===== config.mk =====
export PLATFORM = sky130hd
export DESIGN_NAME = spi_master
export DESIGN_NICKNAME = d
export VERILOG_FILES = /design/src/verilog/spi_pkg.sv /design/src/verilog/spi_master.sv /design/src/verilog/spi_master_shift.sv /design/src/verilog/spi_master_clkgen.sv /design/src/verilog/spi_master_ctrl.sv /design/src/verilog/spi_master_regs.sv
export SDC_FILE = /design/constraint.sdc
export NUM_CORES = 1
export LEC_CHECK = 0
export ABC_AREA = 1
export BUFFER_PORTS_ARGS = -buffer_cell sky130_fd_sc_hd__buf_4
export CORE_MARGIN = 2
export CORE_UTILIZATION = 40
export DETAILED_ROUTE_END_ITERATION = 8
export PLACE_DENSITY = 0.57
export SLEW_MARGIN = 20
export SYNTH_ARGS = -nofsm -noshare
export SYNTH_HDL_FRONTEND = slang
export SYNTH_SLANG_ARGS = --single-unit

===== constraint.sdc =====
create_clock -name clk -period 10.12 [get_ports clk]
set_input_delay 2.024 -clock clk [delete_from_list [all_inputs] [get_ports clk]]
set_output_delay 2.024 -clock clk [all_outputs]
set_load 0.05 [all_outputs]

===== src/verilog/spi_pkg.sv =====
// spi master shared types
`default_nettype none

package spi_pkg;

   //####################
   // sizes and defaults
   //####################
   localparam int aw             = 32;   // packet address/data width
   localparam int psize_default  = 4;    // payload bytes after reset
   localparam int clkdiv_default = 3;    // half period = clkdiv+1 clk cycles
   localparam int max_bytes      = 8;    // one 64-bit tx register

   // write size, selects low bytes of the 64-bit write value
   typedef enum logic [1:0] {
      dm_byte  = 2'd0,   // 1 byte
      dm_half  = 2'd1,   // 2 bytes
      dm_word  = 2'd2,   // 4 bytes
      dm_dword = 2'd3    // all 8 bytes
   } spi_datamode_e;

   // mesh style request/response packet, 104 bits
   typedef struct packed {
      logic          write;
      spi_datamode_e datamode;
      logic [4:0]    ctrlmode;   // carried through, not interpreted
      logic [aw-1:0] dstaddr;
      logic [aw-1:0] srcaddr;    // high half of write data
      logic [aw-1:0] data;       // low half of write data
   } spi_packet_t;

   // register index, dstaddr[5:2]
   typedef enum logic [3:0] {
      reg_config = 4'd0,
      reg_status = 4'd1,
      reg_cmd    = 4'd2,
      reg_psize  = 4'd3,
      reg_clkdiv = 4'd4,
      reg_tx     = 4'd5,
      reg_start  = 4'd6,
      reg_rx     = 4'd7
   } spi_reg_e;

   // config register, spi_en sits in bit 0
   typedef struct packed {
      logic [2:0] spare;
      logic       auto_mode;   // tx write starts a transfer
      logic       cpha;
      logic       cpol;
      logic       irq_en;
      logic       spi_en;
   } spi_cfg_t;

   typedef enum logic [1:0] {st_idle, st_cmd, st_data, st_done} spi_state_e;

endpackage

`default_nettype wire

===== src/verilog/spi_master.sv =====
// spi master top level
`timescale 1ns/1ps
`default_nettype none

module spi_master (
   input  wire                       clk,
   input  wire                       nreset,
   input  wire                       packet_in_valid,
   input  wire spi_pkg::spi_packet_t packet_in,
   output wire                       packet_in_ready,
   output wire                       packet_out_valid,
   output wire spi_pkg::spi_packet_t packet_out,
   input  wire                       packet_out_ready,
   output wire                       sclk,
   output wire                       mosi,
   input  wire                       miso,
   output wire                       ss_n,
   output wire                       irq
);

   spi_pkg::spi_cfg_t   cfg;
   spi_pkg::spi_state_e state;
   logic                start;
   logic [7:0]          cmd;
   logic [7:0]          psize;
   logic [7:0]          clkdiv;
   logic [63:0]         tx_data;
   logic                run;
   logic                load;
   logic [7:0]          tx_byte;
   logic                lead;
   logic                trail;
   logic                byte_done;
   logic [7:0]          rx_byte;

   spi_master_regs spi_master_regs_inst (
      .clk, .nreset,
      .packet_in_valid, .packet_in, .packet_in_ready,
      .packet_out_valid, .packet_out, .packet_out_ready,
      .state, .byte_done, .rx_byte,
      .start, .cfg, .cmd, .psize, .clkdiv, .tx_data, .irq
   );

   spi_master_ctrl spi_master_ctrl_inst (
      .clk, .nreset, .start, .cfg, .cmd, .psize, .tx_data, .byte_done,
      .state, .run, .load, .ss_n, .tx_byte
   );

   spi_master_clkgen spi_master_clkgen_inst (
      .clk, .nreset, .run, .cpol(cfg.cpol), .clkdiv, .sclk, .lead, .trail
   );

   spi_master_shift spi_master_shift_inst (
      .clk, .nreset, .load, .tx_byte, .lead, .trail, .cpha(cfg.cpha),
      .miso, .mosi, .byte_done, .rx_byte
   );

endmodule

`default_nettype wire


===== src/verilog/spi_master_shift.sv =====
// spi data shifter
`timescale 1ns/1ps
`default_nettype none

module spi_master_shift (
   input  wire       clk,
   input  wire       nreset,
   input  wire       load,
   input  wire [7:0] tx_byte,
   input  wire       lead,
   input  wire       trail,
   input  wire       cpha,
   input  wire       miso,
   output logic      mosi,
   output logic      byte_done,
   output logic [7:0] rx_byte
);

   logic [7:0] tx_sr;     // bits still to drive
   logic [7:0] rx_sr;     // bits sampled so far
   logic [2:0] bit_cnt;   // samples taken in this byte
   logic [7:0] src;
   logic       sample;

   assign sample = cpha ? trail : lead;
   assign src    = load ? tx_byte : tx_sr;   // lead may coincide with load

   // eighth sample completes the byte
   assign byte_done = sample & (bit_cnt == 3'd7);
   assign rx_byte   = {rx_sr[6:0], miso};

   always_ff @(posedge clk or negedge nreset) begin
      if (!nreset) begin
         mosi    <= 1'b0;
         bit_cnt <= 3'd0;
      end else begin
         if (load) begin
            bit_cnt <= 3'd0;
         end else if (sample) begin
            bit_cnt <= bit_cnt + 3'd1;   // wraps to 0 after bit 8
         end
         if (!cpha) begin
            if (load) begin
               mosi <= tx_byte[7];   // first bit ahead of the lead edge
            end else if (trail && (bit_cnt != 3'd0)) begin
               mosi <= tx_sr[7];
            end
         end else if (lead) begin
            mosi <= src[7];
         end
      end
   end

   always_ff @(posedge clk) begin
      if (!cpha && load) begin
         tx_sr <= {tx_byte[6:0], 1'b0};
      end else if (!cpha && trail && (bit_cnt != 3'd0)) begin
         tx_sr <= {tx_sr[6:0], 1'b0};
      end else if (cpha && lead) begin
         tx_sr <= {src[6:0], 1'b0};
      end else if (load) begin
         tx_sr <= tx_byte;   // cpha 1, wait for lead
      end
      if (sample) begin
         rx_sr <= rx_byte;   // msb first
      end
   end

endmodule

`default_nettype wire


===== src/verilog/spi_master_clkgen.sv =====
// spi baud clock generator
`timescale 1ns/1ps
`default_nettype none

module spi_master_clkgen (
   input  wire       clk,
   input  wire       nreset,
   input  wire       run,
   input  wire       cpol,
   input  wire [7:0] clkdiv,
   output logic      sclk,
   output logic      lead,
   output logic      trail
);

   logic [7:0] cnt;   // cycles left in this half period
   logic       tick;

   assign tick = run & (cnt == 8'd0);

   // strobes line up with the cycle where sclk shows its new level
   always_ff @(posedge clk or negedge nreset) begin
      if (!nreset) begin
         cnt   <= 8'd0;
         sclk  <= 1'b0;
         lead  <= 1'b0;
         trail <= 1'b0;
      end else if (!run) begin
         cnt   <= clkdiv;   // full half period before first edge
         sclk  <= cpol;     // idle level
         lead  <= 1'b0;
         trail <= 1'b0;
      end else begin
         lead  <= tick & (sclk == cpol);   // leaving idle level
         trail <= tick & (sclk != cpol);   // back to idle level
         if (tick) begin
            cnt  <= clkdiv;
            sclk <= ~sclk;
         end else begin
            cnt <= cnt - 8'd1;
         end
      end
   end

endmodule

`default_nettype wire


===== src/verilog/spi_master_ctrl.sv =====
// spi transfer sequencer
`timescale 1ns/1ps
`default_nettype none

module spi_master_ctrl (
   input  wire                      clk,
   input  wire                      nreset,
   input  wire                      start,
   input  wire spi_pkg::spi_cfg_t   cfg,
   input  wire [7:0]                cmd,
   input  wire [7:0]                psize,
   input  wire [63:0]               tx_data,
   input  wire                      byte_done,
   output spi_pkg::spi_state_e      state,
   output logic                     run,
   output logic                     load,
   output logic                     ss_n,
   output logic [7:0]               tx_byte
);

   logic [2:0] byte_cnt;    // payload byte index
   logic [3:0] nbytes;      // clamped payload size
   logic       last_byte;

   // anything above one tx register is clipped
   assign nbytes = (psize > 8'(spi_pkg::max_bytes)) ? 4'(spi_pkg::max_bytes) : psize[3:0];
   assign last_byte = ({1'b0, byte_cnt} == (nbytes - 4'd1));

   assign run = (state == spi_pkg::st_cmd) | (state == spi_pkg::st_data);

   // cmd first, then tx bytes from the bottom up
   assign tx_byte = (state == spi_pkg::st_cmd) ? cmd : tx_data[{byte_cnt, 3'b000} +: 8];

   //####################
   // fsm
   //####################
   always_ff @(posedge clk or negedge nreset) begin
      if (!nreset) begin
         state    <= spi_pkg::st_idle;
         byte_cnt <= 3'd0;
         load     <= 1'b0;
         ss_n     <= 1'b1;
      end else begin
         load <= 1'b0;   // single cycle unless set below
         case (state)
            spi_pkg::st_idle: begin
               if (start && cfg.spi_en) begin   // busy starts never reach here
                  state    <= spi_pkg::st_cmd;
                  ss_n     <= 1'b0;
                  load     <= 1'b1;
                  byte_cnt <= 3'd0;
               end
            end
            spi_pkg::st_cmd: begin
               if (byte_done) begin
                  if (nbytes == 4'd0) begin
                     state <= spi_pkg::st_done;   // command only
                  end else begin
                     state <= spi_pkg::st_data;
                     load  <= 1'b1;
                  end
               end
            end
            spi_pkg::st_data: begin
               if (byte_done) begin
                  if (last_byte) begin
                     state <= spi_pkg::st_done;
                  end else begin
                     byte_cnt <= byte_cnt + 3'd1;
                     load     <= 1'b1;
                  end
               end
            end
            default: begin
               state <= spi_pkg::st_idle;   // st_done lasts one cycle
               ss_n  <= 1'b1;
            end
         endcase
      end
   end

endmodule

`default_nettype wire


===== src/verilog/spi_master_regs.sv =====
// spi master register file
`timescale 1ns/1ps
`default_nettype none

module spi_master_regs (
   input  wire                       clk,
   input  wire                       nreset,
   input  wire                       packet_in_valid,
   input  wire spi_pkg::spi_packet_t packet_in,
   output logic                      packet_in_ready,
   output logic                      packet_out_valid,
   output spi_pkg::spi_packet_t      packet_out,
   input  wire                       packet_out_ready,
   input  wire spi_pkg::spi_state_e  state,
   input  wire                       byte_done,
   input  wire [7:0]                 rx_byte,
   output logic                      start,
   output spi_pkg::spi_cfg_t         cfg,
   output logic [7:0]                cmd,
   output logic [7:0]                psize,
   output logic [7:0]                clkdiv,
   output logic [63:0]               tx_data,
   output logic                      irq
);

   spi_pkg::spi_reg_e reg_sel;
   logic              accept;
   logic              wr_en;
   logic              rd_en;
   logic [63:0]       wdata;
   logic [63:0]       wmask;
   logic [63:0]       rdata;
   logic [63:0]       rx_data;
   logic              done;

   //####################
   // decode
   //####################
   assign packet_in_ready = ~packet_out_valid;   // stall while a response waits
   assign accept  = packet_in_valid & packet_in_ready;
   assign wr_en   = accept & packet_in.write;
   assign rd_en   = accept & ~packet_in.write;
   assign reg_sel = spi_pkg::spi_reg_e'(packet_in.dstaddr[5:2]);
   assign wdata   = {packet_in.srcaddr, packet_in.data};

   always_comb begin
      case (packet_in.datamode)
         spi_pkg::dm_byte: wmask = 64'h0000_0000_0000_00ff;
         spi_pkg::dm_half: wmask = 64'h0000_0000_0000_ffff;
         spi_pkg::dm_word: wmask = 64'h0000_0000_ffff_ffff;
         default:          wmask = '1;
      endcase
   end

   // start reg always fires, tx only in auto mode
   assign start = wr_en & ((reg_sel == spi_pkg::reg_start) |
                           ((reg_sel == spi_pkg::reg_tx) & cfg.auto_mode));

   //####################
   // registers
   //####################
   always_ff @(posedge clk or negedge nreset) begin
      if (!nreset) begin
         cfg     <= '0;
         cmd     <= 8'h00;
         psize   <= 8'(spi_pkg::psize_default);
         clkdiv  <= 8'(spi_pkg::clkdiv_default);
         tx_data <= '0;
      end else if (wr_en) begin
         case (reg_sel)
            spi_pkg::reg_config: cfg    <= spi_pkg::spi_cfg_t'(wdata[7:0]);
            spi_pkg::reg_cmd:    cmd    <= wdata[7:0];
            spi_pkg::reg_psize:  psize  <= wdata[7:0];
            spi_pkg::reg_clkdiv: clkdiv <= wdata[7:0];
            spi_pkg::reg_tx:     tx_data <= (tx_data & ~wmask) | (wdata & wmask);
            default: ;   // status handled below, start/rx have no storage
         endcase
      end
   end

   // sticky done, set once the transfer wraps up
   always_ff @(posedge clk or negedge nreset) begin
      if (!nreset) begin
         done <= 1'b0;
      end else if (state == spi_pkg::st_done) begin
         done <= 1'b1;
      end else if (wr_en && (reg_sel == spi_pkg::reg_status) && !wdata[0]) begin
         done <= 1'b0;   // sw clear
      end
   end

   // newest byte lands low, older bytes move up
   always_ff @(posedge clk or negedge nreset) begin
      if (!nreset) begin
         rx_data <= '0;
      end else if (byte_done) begin
         rx_data <= {rx_data[55:0], rx_byte};
      end
   end

   assign irq = done & cfg.irq_en;

   //####################
   // readback
   //####################
   always_comb begin
      case (reg_sel)
         spi_pkg::reg_config: rdata = {56'h0, cfg};
         spi_pkg::reg_status: rdata = {61'h0, state, done};
         spi_pkg::reg_cmd:    rdata = {56'h0, cmd};
         spi_pkg::reg_psize:  rdata = {56'h0, psize};
         spi_pkg::reg_clkdiv: rdata = {56'h0, clkdiv};
         spi_pkg::reg_tx:     rdata = tx_data;
         spi_pkg::reg_rx:     rdata = rx_data;
         default:             rdata = '0;   // start reads as zero
      endcase
   end

   always_ff @(posedge clk or negedge nreset) begin
      if (!nreset) begin
         packet_out_valid <= 1'b0;
      end else if (rd_en) begin
         packet_out_valid <= 1'b1;
      end else if (packet_out_ready) begin
         packet_out_valid <= 1'b0;
      end
   end

   // response held until taken, input is stalled meanwhile
   always_ff @(posedge clk) begin
      if (rd_en) begin
         packet_out.write    <= 1'b0;
         packet_out.datamode <= packet_in.datamode;
         packet_out.ctrlmode <= packet_in.ctrlmode;
         packet_out.dstaddr  <= packet_in.srcaddr;   // return address
         packet_out.srcaddr  <= rdata[63:32];
         packet_out.data     <= rdata[31:0];
      end
   end

endmodule

`default_nettype wire


==> out/metrics.cfg, run 1 <==
[run_status]
status = finished clean

[synthesis]
muxShareOfSynthArea_pct = 0.4964
synth_edf_count = 110
synth_xor_area_share_pct = 0.6813
synth_top_cells_by_area = dfrtp_1, edfxtp_1, nand2_1, o21ai_0, inv_1
synth.largest_area_cell = dfrtp_1
synth-adder-area-share_pct = 1.071
yosysTopAreaCellShare_pct = 35.04
seq_area_frac_synth_pct = 62.80
synth_simple_gate_area_share_pct = 16.41
synth_compound_area_share_pct = 11.51
synth_area_um2 = 12850
syn_inst = 1315
yosysMostFrequentCell = nand2_1
synth_top_family_by_area = simple AND/OR/NAND/NOR gates
syn_nets = 1435
ys_types = 41
synthArstFlopShare_pct = 60.93
syn-mean-instance-area_um2 = 9.776
synth_common_cells = nand2_1, dfrtp_1, inv_1
ys_seq_elements = 302
ys.flop_type = dfrtp_1
yosysWarnings = 0

[global_route]
grt_pass1_vias = 9343
grtUsageTotal_pct = 20.46
overflow = 0
grt_max_degree = 115
antenna_found_initial = 1
grt_pass1_wl_um = 53250

[power_and_ir_drop]
powerDensity_nw_per_um2 = 215.3
power_leakage_uw = 0.006964
total_power_uw = 3376
peakVddDrop_v = 0.0001031

[clock_tree]
ctsResizeCount = 0
cts-hold-fix-buffers = 0
cts_setup_buffers = 0
clockRootBuffer = clkbuf_16
cts_buffer_depth = 3
clk_pin_slew_ns = 0.06
cts.sinks = 302
cts_buffers = 34
clk_latency_ns = 0.52
cts_tree = built
htree_levels = 2

[floorplan]
io_pins = 219
rows = 65
coreArea_um2 = 31640
die_y_um = 183.3
die_w_um = 183.3
initial_utilization_pct = 40.63
die_area_um2 = 33590

[detailed_routing]
via_per_inst = 5.094
post_drt_wl_per_cell_um = 17.84
drtPass1Iterations = 5
drc = 0
ant_nets = 0
vias = 9790
drt_iter0_markers = 911
wirelength_um = 34300

[place]
placed_cell_area_um2 = 14620
dpl.hpwl_um = 23740
dp.cells = 1861
io_buffers = 189
globalplace.congestion = 0.8274

[sta]
fin_crit_sh_pct = 41.56
slew_headroom_pct = 30.95
hold_violations = 0
rsz0062_at_grt = false
fin_hold_ws_ns = 0.4525
fmax_mhz = 237.8
tightest_slew_ns = 1.032
setup_viol = 0
slew_violations = 0
finalCriticalPeriod_ns = 4.206
setup_tns_ns = 0
finalClockSkew_ns = 0.02998

[worst_setup_path]
critPathKind = in -> reg
crit_path_start_kind = input port
worstPathRequired_ns = 10.52
crit_arrival_ns = 4.61
crit_fanout = 60
cp-end-kind = register

[job]
drv_cap = 0

[finish]
diodes = 0
nets = 1615
synthToLayoutAreaGrowth_pct = 22.00
instances_no_fill = 1922
drive_gt1_share_pct = 19.74
design_area_um2 = 15680

[hold_path]
hp-class = reg -> reg

-- layer usage --
layer	up-vias	track usage (%)	wire length [µm]
met5	-	0	10
met4	2	6.048	762
met3	51	3.495	2130
met2	329	31.29	15570
met1	4690	29.97	15830
li1	4718	-	-
-- cells by family (layout without fill, tap and decap cells) --
| family | Yosys count | in the layout |
|---|---|---|
| mux | 5 | 5 |
| buf+inv | 229 | 434 |
| xor+xnor | 10 | 10 |
| simple gates | 500 | 500 |
| flops | 302 | 302 |
| compound gates | 257 | 257 |
| other cells | 1 | 1 |
| fa+ha+maj | 11 | 11 |
-- power breakdown --
group          total [µW]  switching, µW  internal (µW)
sequential           1480           81.2           1400
combinational         710            481            229
clock                1180            489            693
-- cell type report --
type,instances,area [µm²]
Fill cell,2924,15950
Sequential cell,302,8073
Multi-Input combinational cell,784,3892
Timing Repair Buffer,200,1505
Clock buffer,48,965.9
Inverter,173,649.4
Tap cell,402,503.0
Clock inverter,13,93.84
-- worst paths after layout --
path | startpoint | endpoint | slack (ns) | cells past startpoint
worst min-delay path | spi_master_shift_inst.rx_sr[5] | spi_master_shift_inst.rx_sr[6] | 0.45 | 0
worst max-delay path | packet_in[68] | register | 5.91 | 12
worst max register to register | spi_master_regs_inst.cfg[3] | spi_master_ctrl_inst.byte_cnt[1] | 6.72 | 11
worst min register to register | spi_master_shift_inst.rx_sr[5] | spi_master_shift_inst.rx_sr[6] | 0.45 | 0
max in group asynchronous | nreset | spi_master_regs_inst.cfg[0] | 7.34 | 2
min in group asynchronous | nreset | asynchronous set/reset pin | 1.44 | 1
-- critical path, stage by stage --
cell	delay [ns]
buf_4	0.11
inv_1	0.04
nor2_1	0.04
buf_4	0.19
nand2_2	0.07
buf_4	0.58
nor2_8	0.15
inv_2	0.15
nor2_8	0.10
nand2_2	0.08
buf_4	0.60
mux2_2	0.41
-- cell usage in the layout, fill, tap and decap left out, types with 7 or more instances in the layout --
cell,n
buf_4,199
o22ai_1,46
a221oi_1,7
clkbuf_16,36
o21ai_0,142
dfxtp_1,8
nor2_1,66
a21oi_2,20
inv_1,164
nand3_1,104
edfxtp_1,110
ha_1,11
or2_2,9
dfrtp_1,180
a21oi_1,30
nand2_1,301
clkinv_1,9
nand4_1,8
clkbuf_1,10
-- per-stage QoR --
step | utilization [%] | worst slack, ns
finish | 49.57 | 5.914
floorplan | - | 0.1943
global placement | 46.22 | 5.392
global route | 49.57 | 5.722
CTS | 49.57 | 5.909
detailed placement | 46.22 | 5.381
(Power assumes the default switching activity.)
==> inputs of run 2 (changes only) <==
--- a/config.mk
+++ b/config.mk
@@ -10,7 +10,7 @@
 export CORE_MARGIN = 2
 export CORE_UTILIZATION = 40
 export DETAILED_ROUTE_END_ITERATION = 8
-export PLACE_DENSITY = 0.57
+export PLACE_DENSITY = 0.59
 export SLEW_MARGIN = 20
 export SYNTH_ARGS = -nofsm -noshare
 export SYNTH_HDL_FRONTEND = slang
==> constraint.sdc (replaced) <==
create_clock -name clk -period 3.8 [get_ports clk]
set_input_delay 0.76 -clock clk [delete_from_list [all_inputs] [get_ports clk]]
set_output_delay 0.76 -clock clk [all_outputs]
set_load 0.05 [all_outputs]
==> run 2 against run 1 <==
  * Via count shrank 1.0%
  * Sequential share of layout area about the same
  * Wire length about the same
  * Clock power rose to 2.6 times the previous value
  * Clock-buffer cell count down 1
  * Worst hold slack lost 0.077 ns
  * Power rose to 2.6 times the previous value
  * Sequential power grew to 2.7 times the previous value
  * Combinational power increased to 2.7 times the previous value
  * First-iteration DRC count down 4.7%
  * Global-route usage down 0.067 points
  * Largest power group unchanged
==> out/metrics.cfg, run 2 (synthesized netlist as in run 1, its figures left out) <==
[worst_setup_path]
worstPathRequired_ns = 4.18  ; -6.34 ns
cp_slowest_cell = dfrtp_1
cp-end-kind = register
crit_path_cell_trace = nor3_4 -> inv_2 -> nor2_8 -> inv_2 -> nor2_8 -> nand2_2 -> buf_4 -> mux2_4
critPathKind = reg -> reg
cp-startpoint = spi_master_regs_inst.packet_out_valid
r2r_cells = 8  ; -3
crit_arrival_ns = 2.93  ; -1.68 ns
crit_path_start_kind = register
timing.rr.start = spi_master_regs_inst.packet_out_valid
max_stage_delay_ns = 0.45  ; -0.15 ns
crit_fanout = 60  ; unchanged
rrSetupSlack_ns = 1.25  ; -5.47 ns

[global_route]
grt_pass1_wl_um = 52830  ; -0.79%
overflow = 0  ; unchanged
grtUsageTotal_pct = 20.39  ; -0.067 points
grt_pass1_vias = 9187  ; -1.7%
grt_max_degree = 114  ; -0.87%
antenna_found_initial = 0  ; -1

[clock_tree]
clk_pin_slew_ns = 0.06  ; about the same
cts_buffer_depth = 3  ; unchanged
cts_setup_buffers = 0  ; unchanged
cts_tree = built
cts-hold-fix-buffers = 0  ; unchanged
clk_latency_ns = 0.51  ; about the same
ctsResizeCount = 0  ; unchanged
clockRootBuffer = clkbuf_16
cts_buffers = 34  ; unchanged
cts.sinks = 302  ; unchanged
htree_levels = 2  ; unchanged

[power_and_ir_drop]
power_leakage_uw = 0.006976  ; +0.17%
powerDensity_nw_per_um2 = 566.7  ; +160%
peakVddDrop_v = 0.0003426  ; +230%
total_power_uw = 8893  ; +160%

[finish]
diodes = 0  ; unchanged
nets = 1618  ; +0.19%
layout_common_cells = nand2_1, buf_4, dfrtp_1, inv_1, o21ai_0
drive_gt1_share_pct = 19.89  ; +0.16 points
synthToLayoutAreaGrowth_pct = 22.08  ; about the same
utilization_pct = 49.60  ; about the same
layout_commonest_cell = nand2_1

[floorplan]
die_w_um = 183.3  ; unchanged
coreArea_um2 = 31640  ; unchanged
die_y_um = 183.3  ; unchanged
die_area_um2 = 33590  ; unchanged
rows = 65  ; unchanged
io_pins = 219  ; unchanged
initial_utilization_pct = 40.63  ; unchanged

[detailed_routing]
post_drt_wl_per_cell_um = 17.83  ; about the same
vias = 9692  ; -1.0%
wl_met1_um = 16040  ; +1.3%
wirelength_um = 34330  ; about the same
drc = 0  ; unchanged
maxUsedRoutingLayer = met4
drt_iter0_markers = 868  ; -4.7%
wl_met3_um = 2055  ; -3.5%
via_per_inst = 5.035  ; -1.2%
wl_met2_um = 15590  ; +0.15%
drtPass1Iterations = 5  ; unchanged
ant_nets = 0  ; unchanged

[sta]
setup_tns_ns = 0  ; unchanged
fin_hold_ws_ns = 0.3751  ; -0.07739 ns
rsz0062_at_grt = false
hold_violations = 0  ; unchanged
slew_violations = 0  ; unchanged
fin_crit_sh_pct = 67.12
fmax_mhz = 392.1
finalClockSkew_ns = 0.01911  ; -0.01086 ns
tightest_slew_ns = 1.073  ; +0.04134 ns
finalCriticalPeriod_ns = 2.551
slew_headroom_pct = 27.96  ; -3.0 points
setup_viol = 0  ; unchanged

[job]
drv_cap = 0  ; unchanged

[place]
globalplace.congestion = 0.8667  ; +4.7%
dpl.hpwl_um = 23710  ; -0.11%
io_buffers = 189  ; unchanged

[hold_path]
hp-class = in -> async

[run_status]
status = finished clean

-- run 2: worst min path at each step --
stage | startpoint | endpoint | slack [ns] | depth (start not counted)
6_report | nreset | asynchronous set/reset pin | 0.38 | 1
5_1_grt | packet_in[100] | spi_master_regs_inst.packet_out[100] | 0.42 | 1
4_1_cts | nreset | asynchronous set/reset pin | 0.40 | 1
3_5_place_dp | spi_master_shift_inst.rx_sr[3] | spi_master_shift_inst.rx_sr[4] | 0.44 | 0
3_3_place_gp | spi_master_shift_inst.rx_sr[2] | spi_master_shift_inst.rx_sr[3] | 0.43 | 0
2_1_floorplan | spi_master_shift_inst.rx_sr[0] | spi_master_shift_inst.rx_sr[1] | 0.43 | 0
-- run 2: stage by stage --
step / worst slack, ns / instance area, µm² / cells
after floorplan: 0.07496 / 12870 / 1315
final: 1.249 / 15690 / 1925
after CTS: 1.213 / 15690 / 1925
after global routing: 1.041 / 15690 / 1925
after global placement: 0.8174 / 14680 / 1864
after detailed placement: 0.8037 / 14680 / 1864
-- run 2: metal layers --
metal  track usage (%)  vias to the layer above
li1                  -                     4732
met1             30.33                     4601
met2             31.02                      321
met3             3.415                       38
met4             5.408                        0
met5                 0                        -
-- run 2: final cells by class --
cell class / count / area [µm²]
fill: 2890 / 15940
sequential: 302 / 8073
multi-input combinational: 784 / 3899
timing repair buffer: 203 / 1553
clock buffer: 47 / 920.9
inverter: 173 / 649.4
tap: 402 / 503.0
clock inverter: 14 / 95.09
-- run 2: worst max-delay path, delay by kind of cell, from the launching register on --
family	cells	cell delay (ns)
flops	1	0.45
buf+inv	3	0.59
mux	1	0.38
simple gates	4	0.99
-- run 2: power breakdown --
group          total, µW  switching, µW  internal, µW
combinational       1910           1300           618
sequential          3940            200          3740
clock               3040           1270          1770
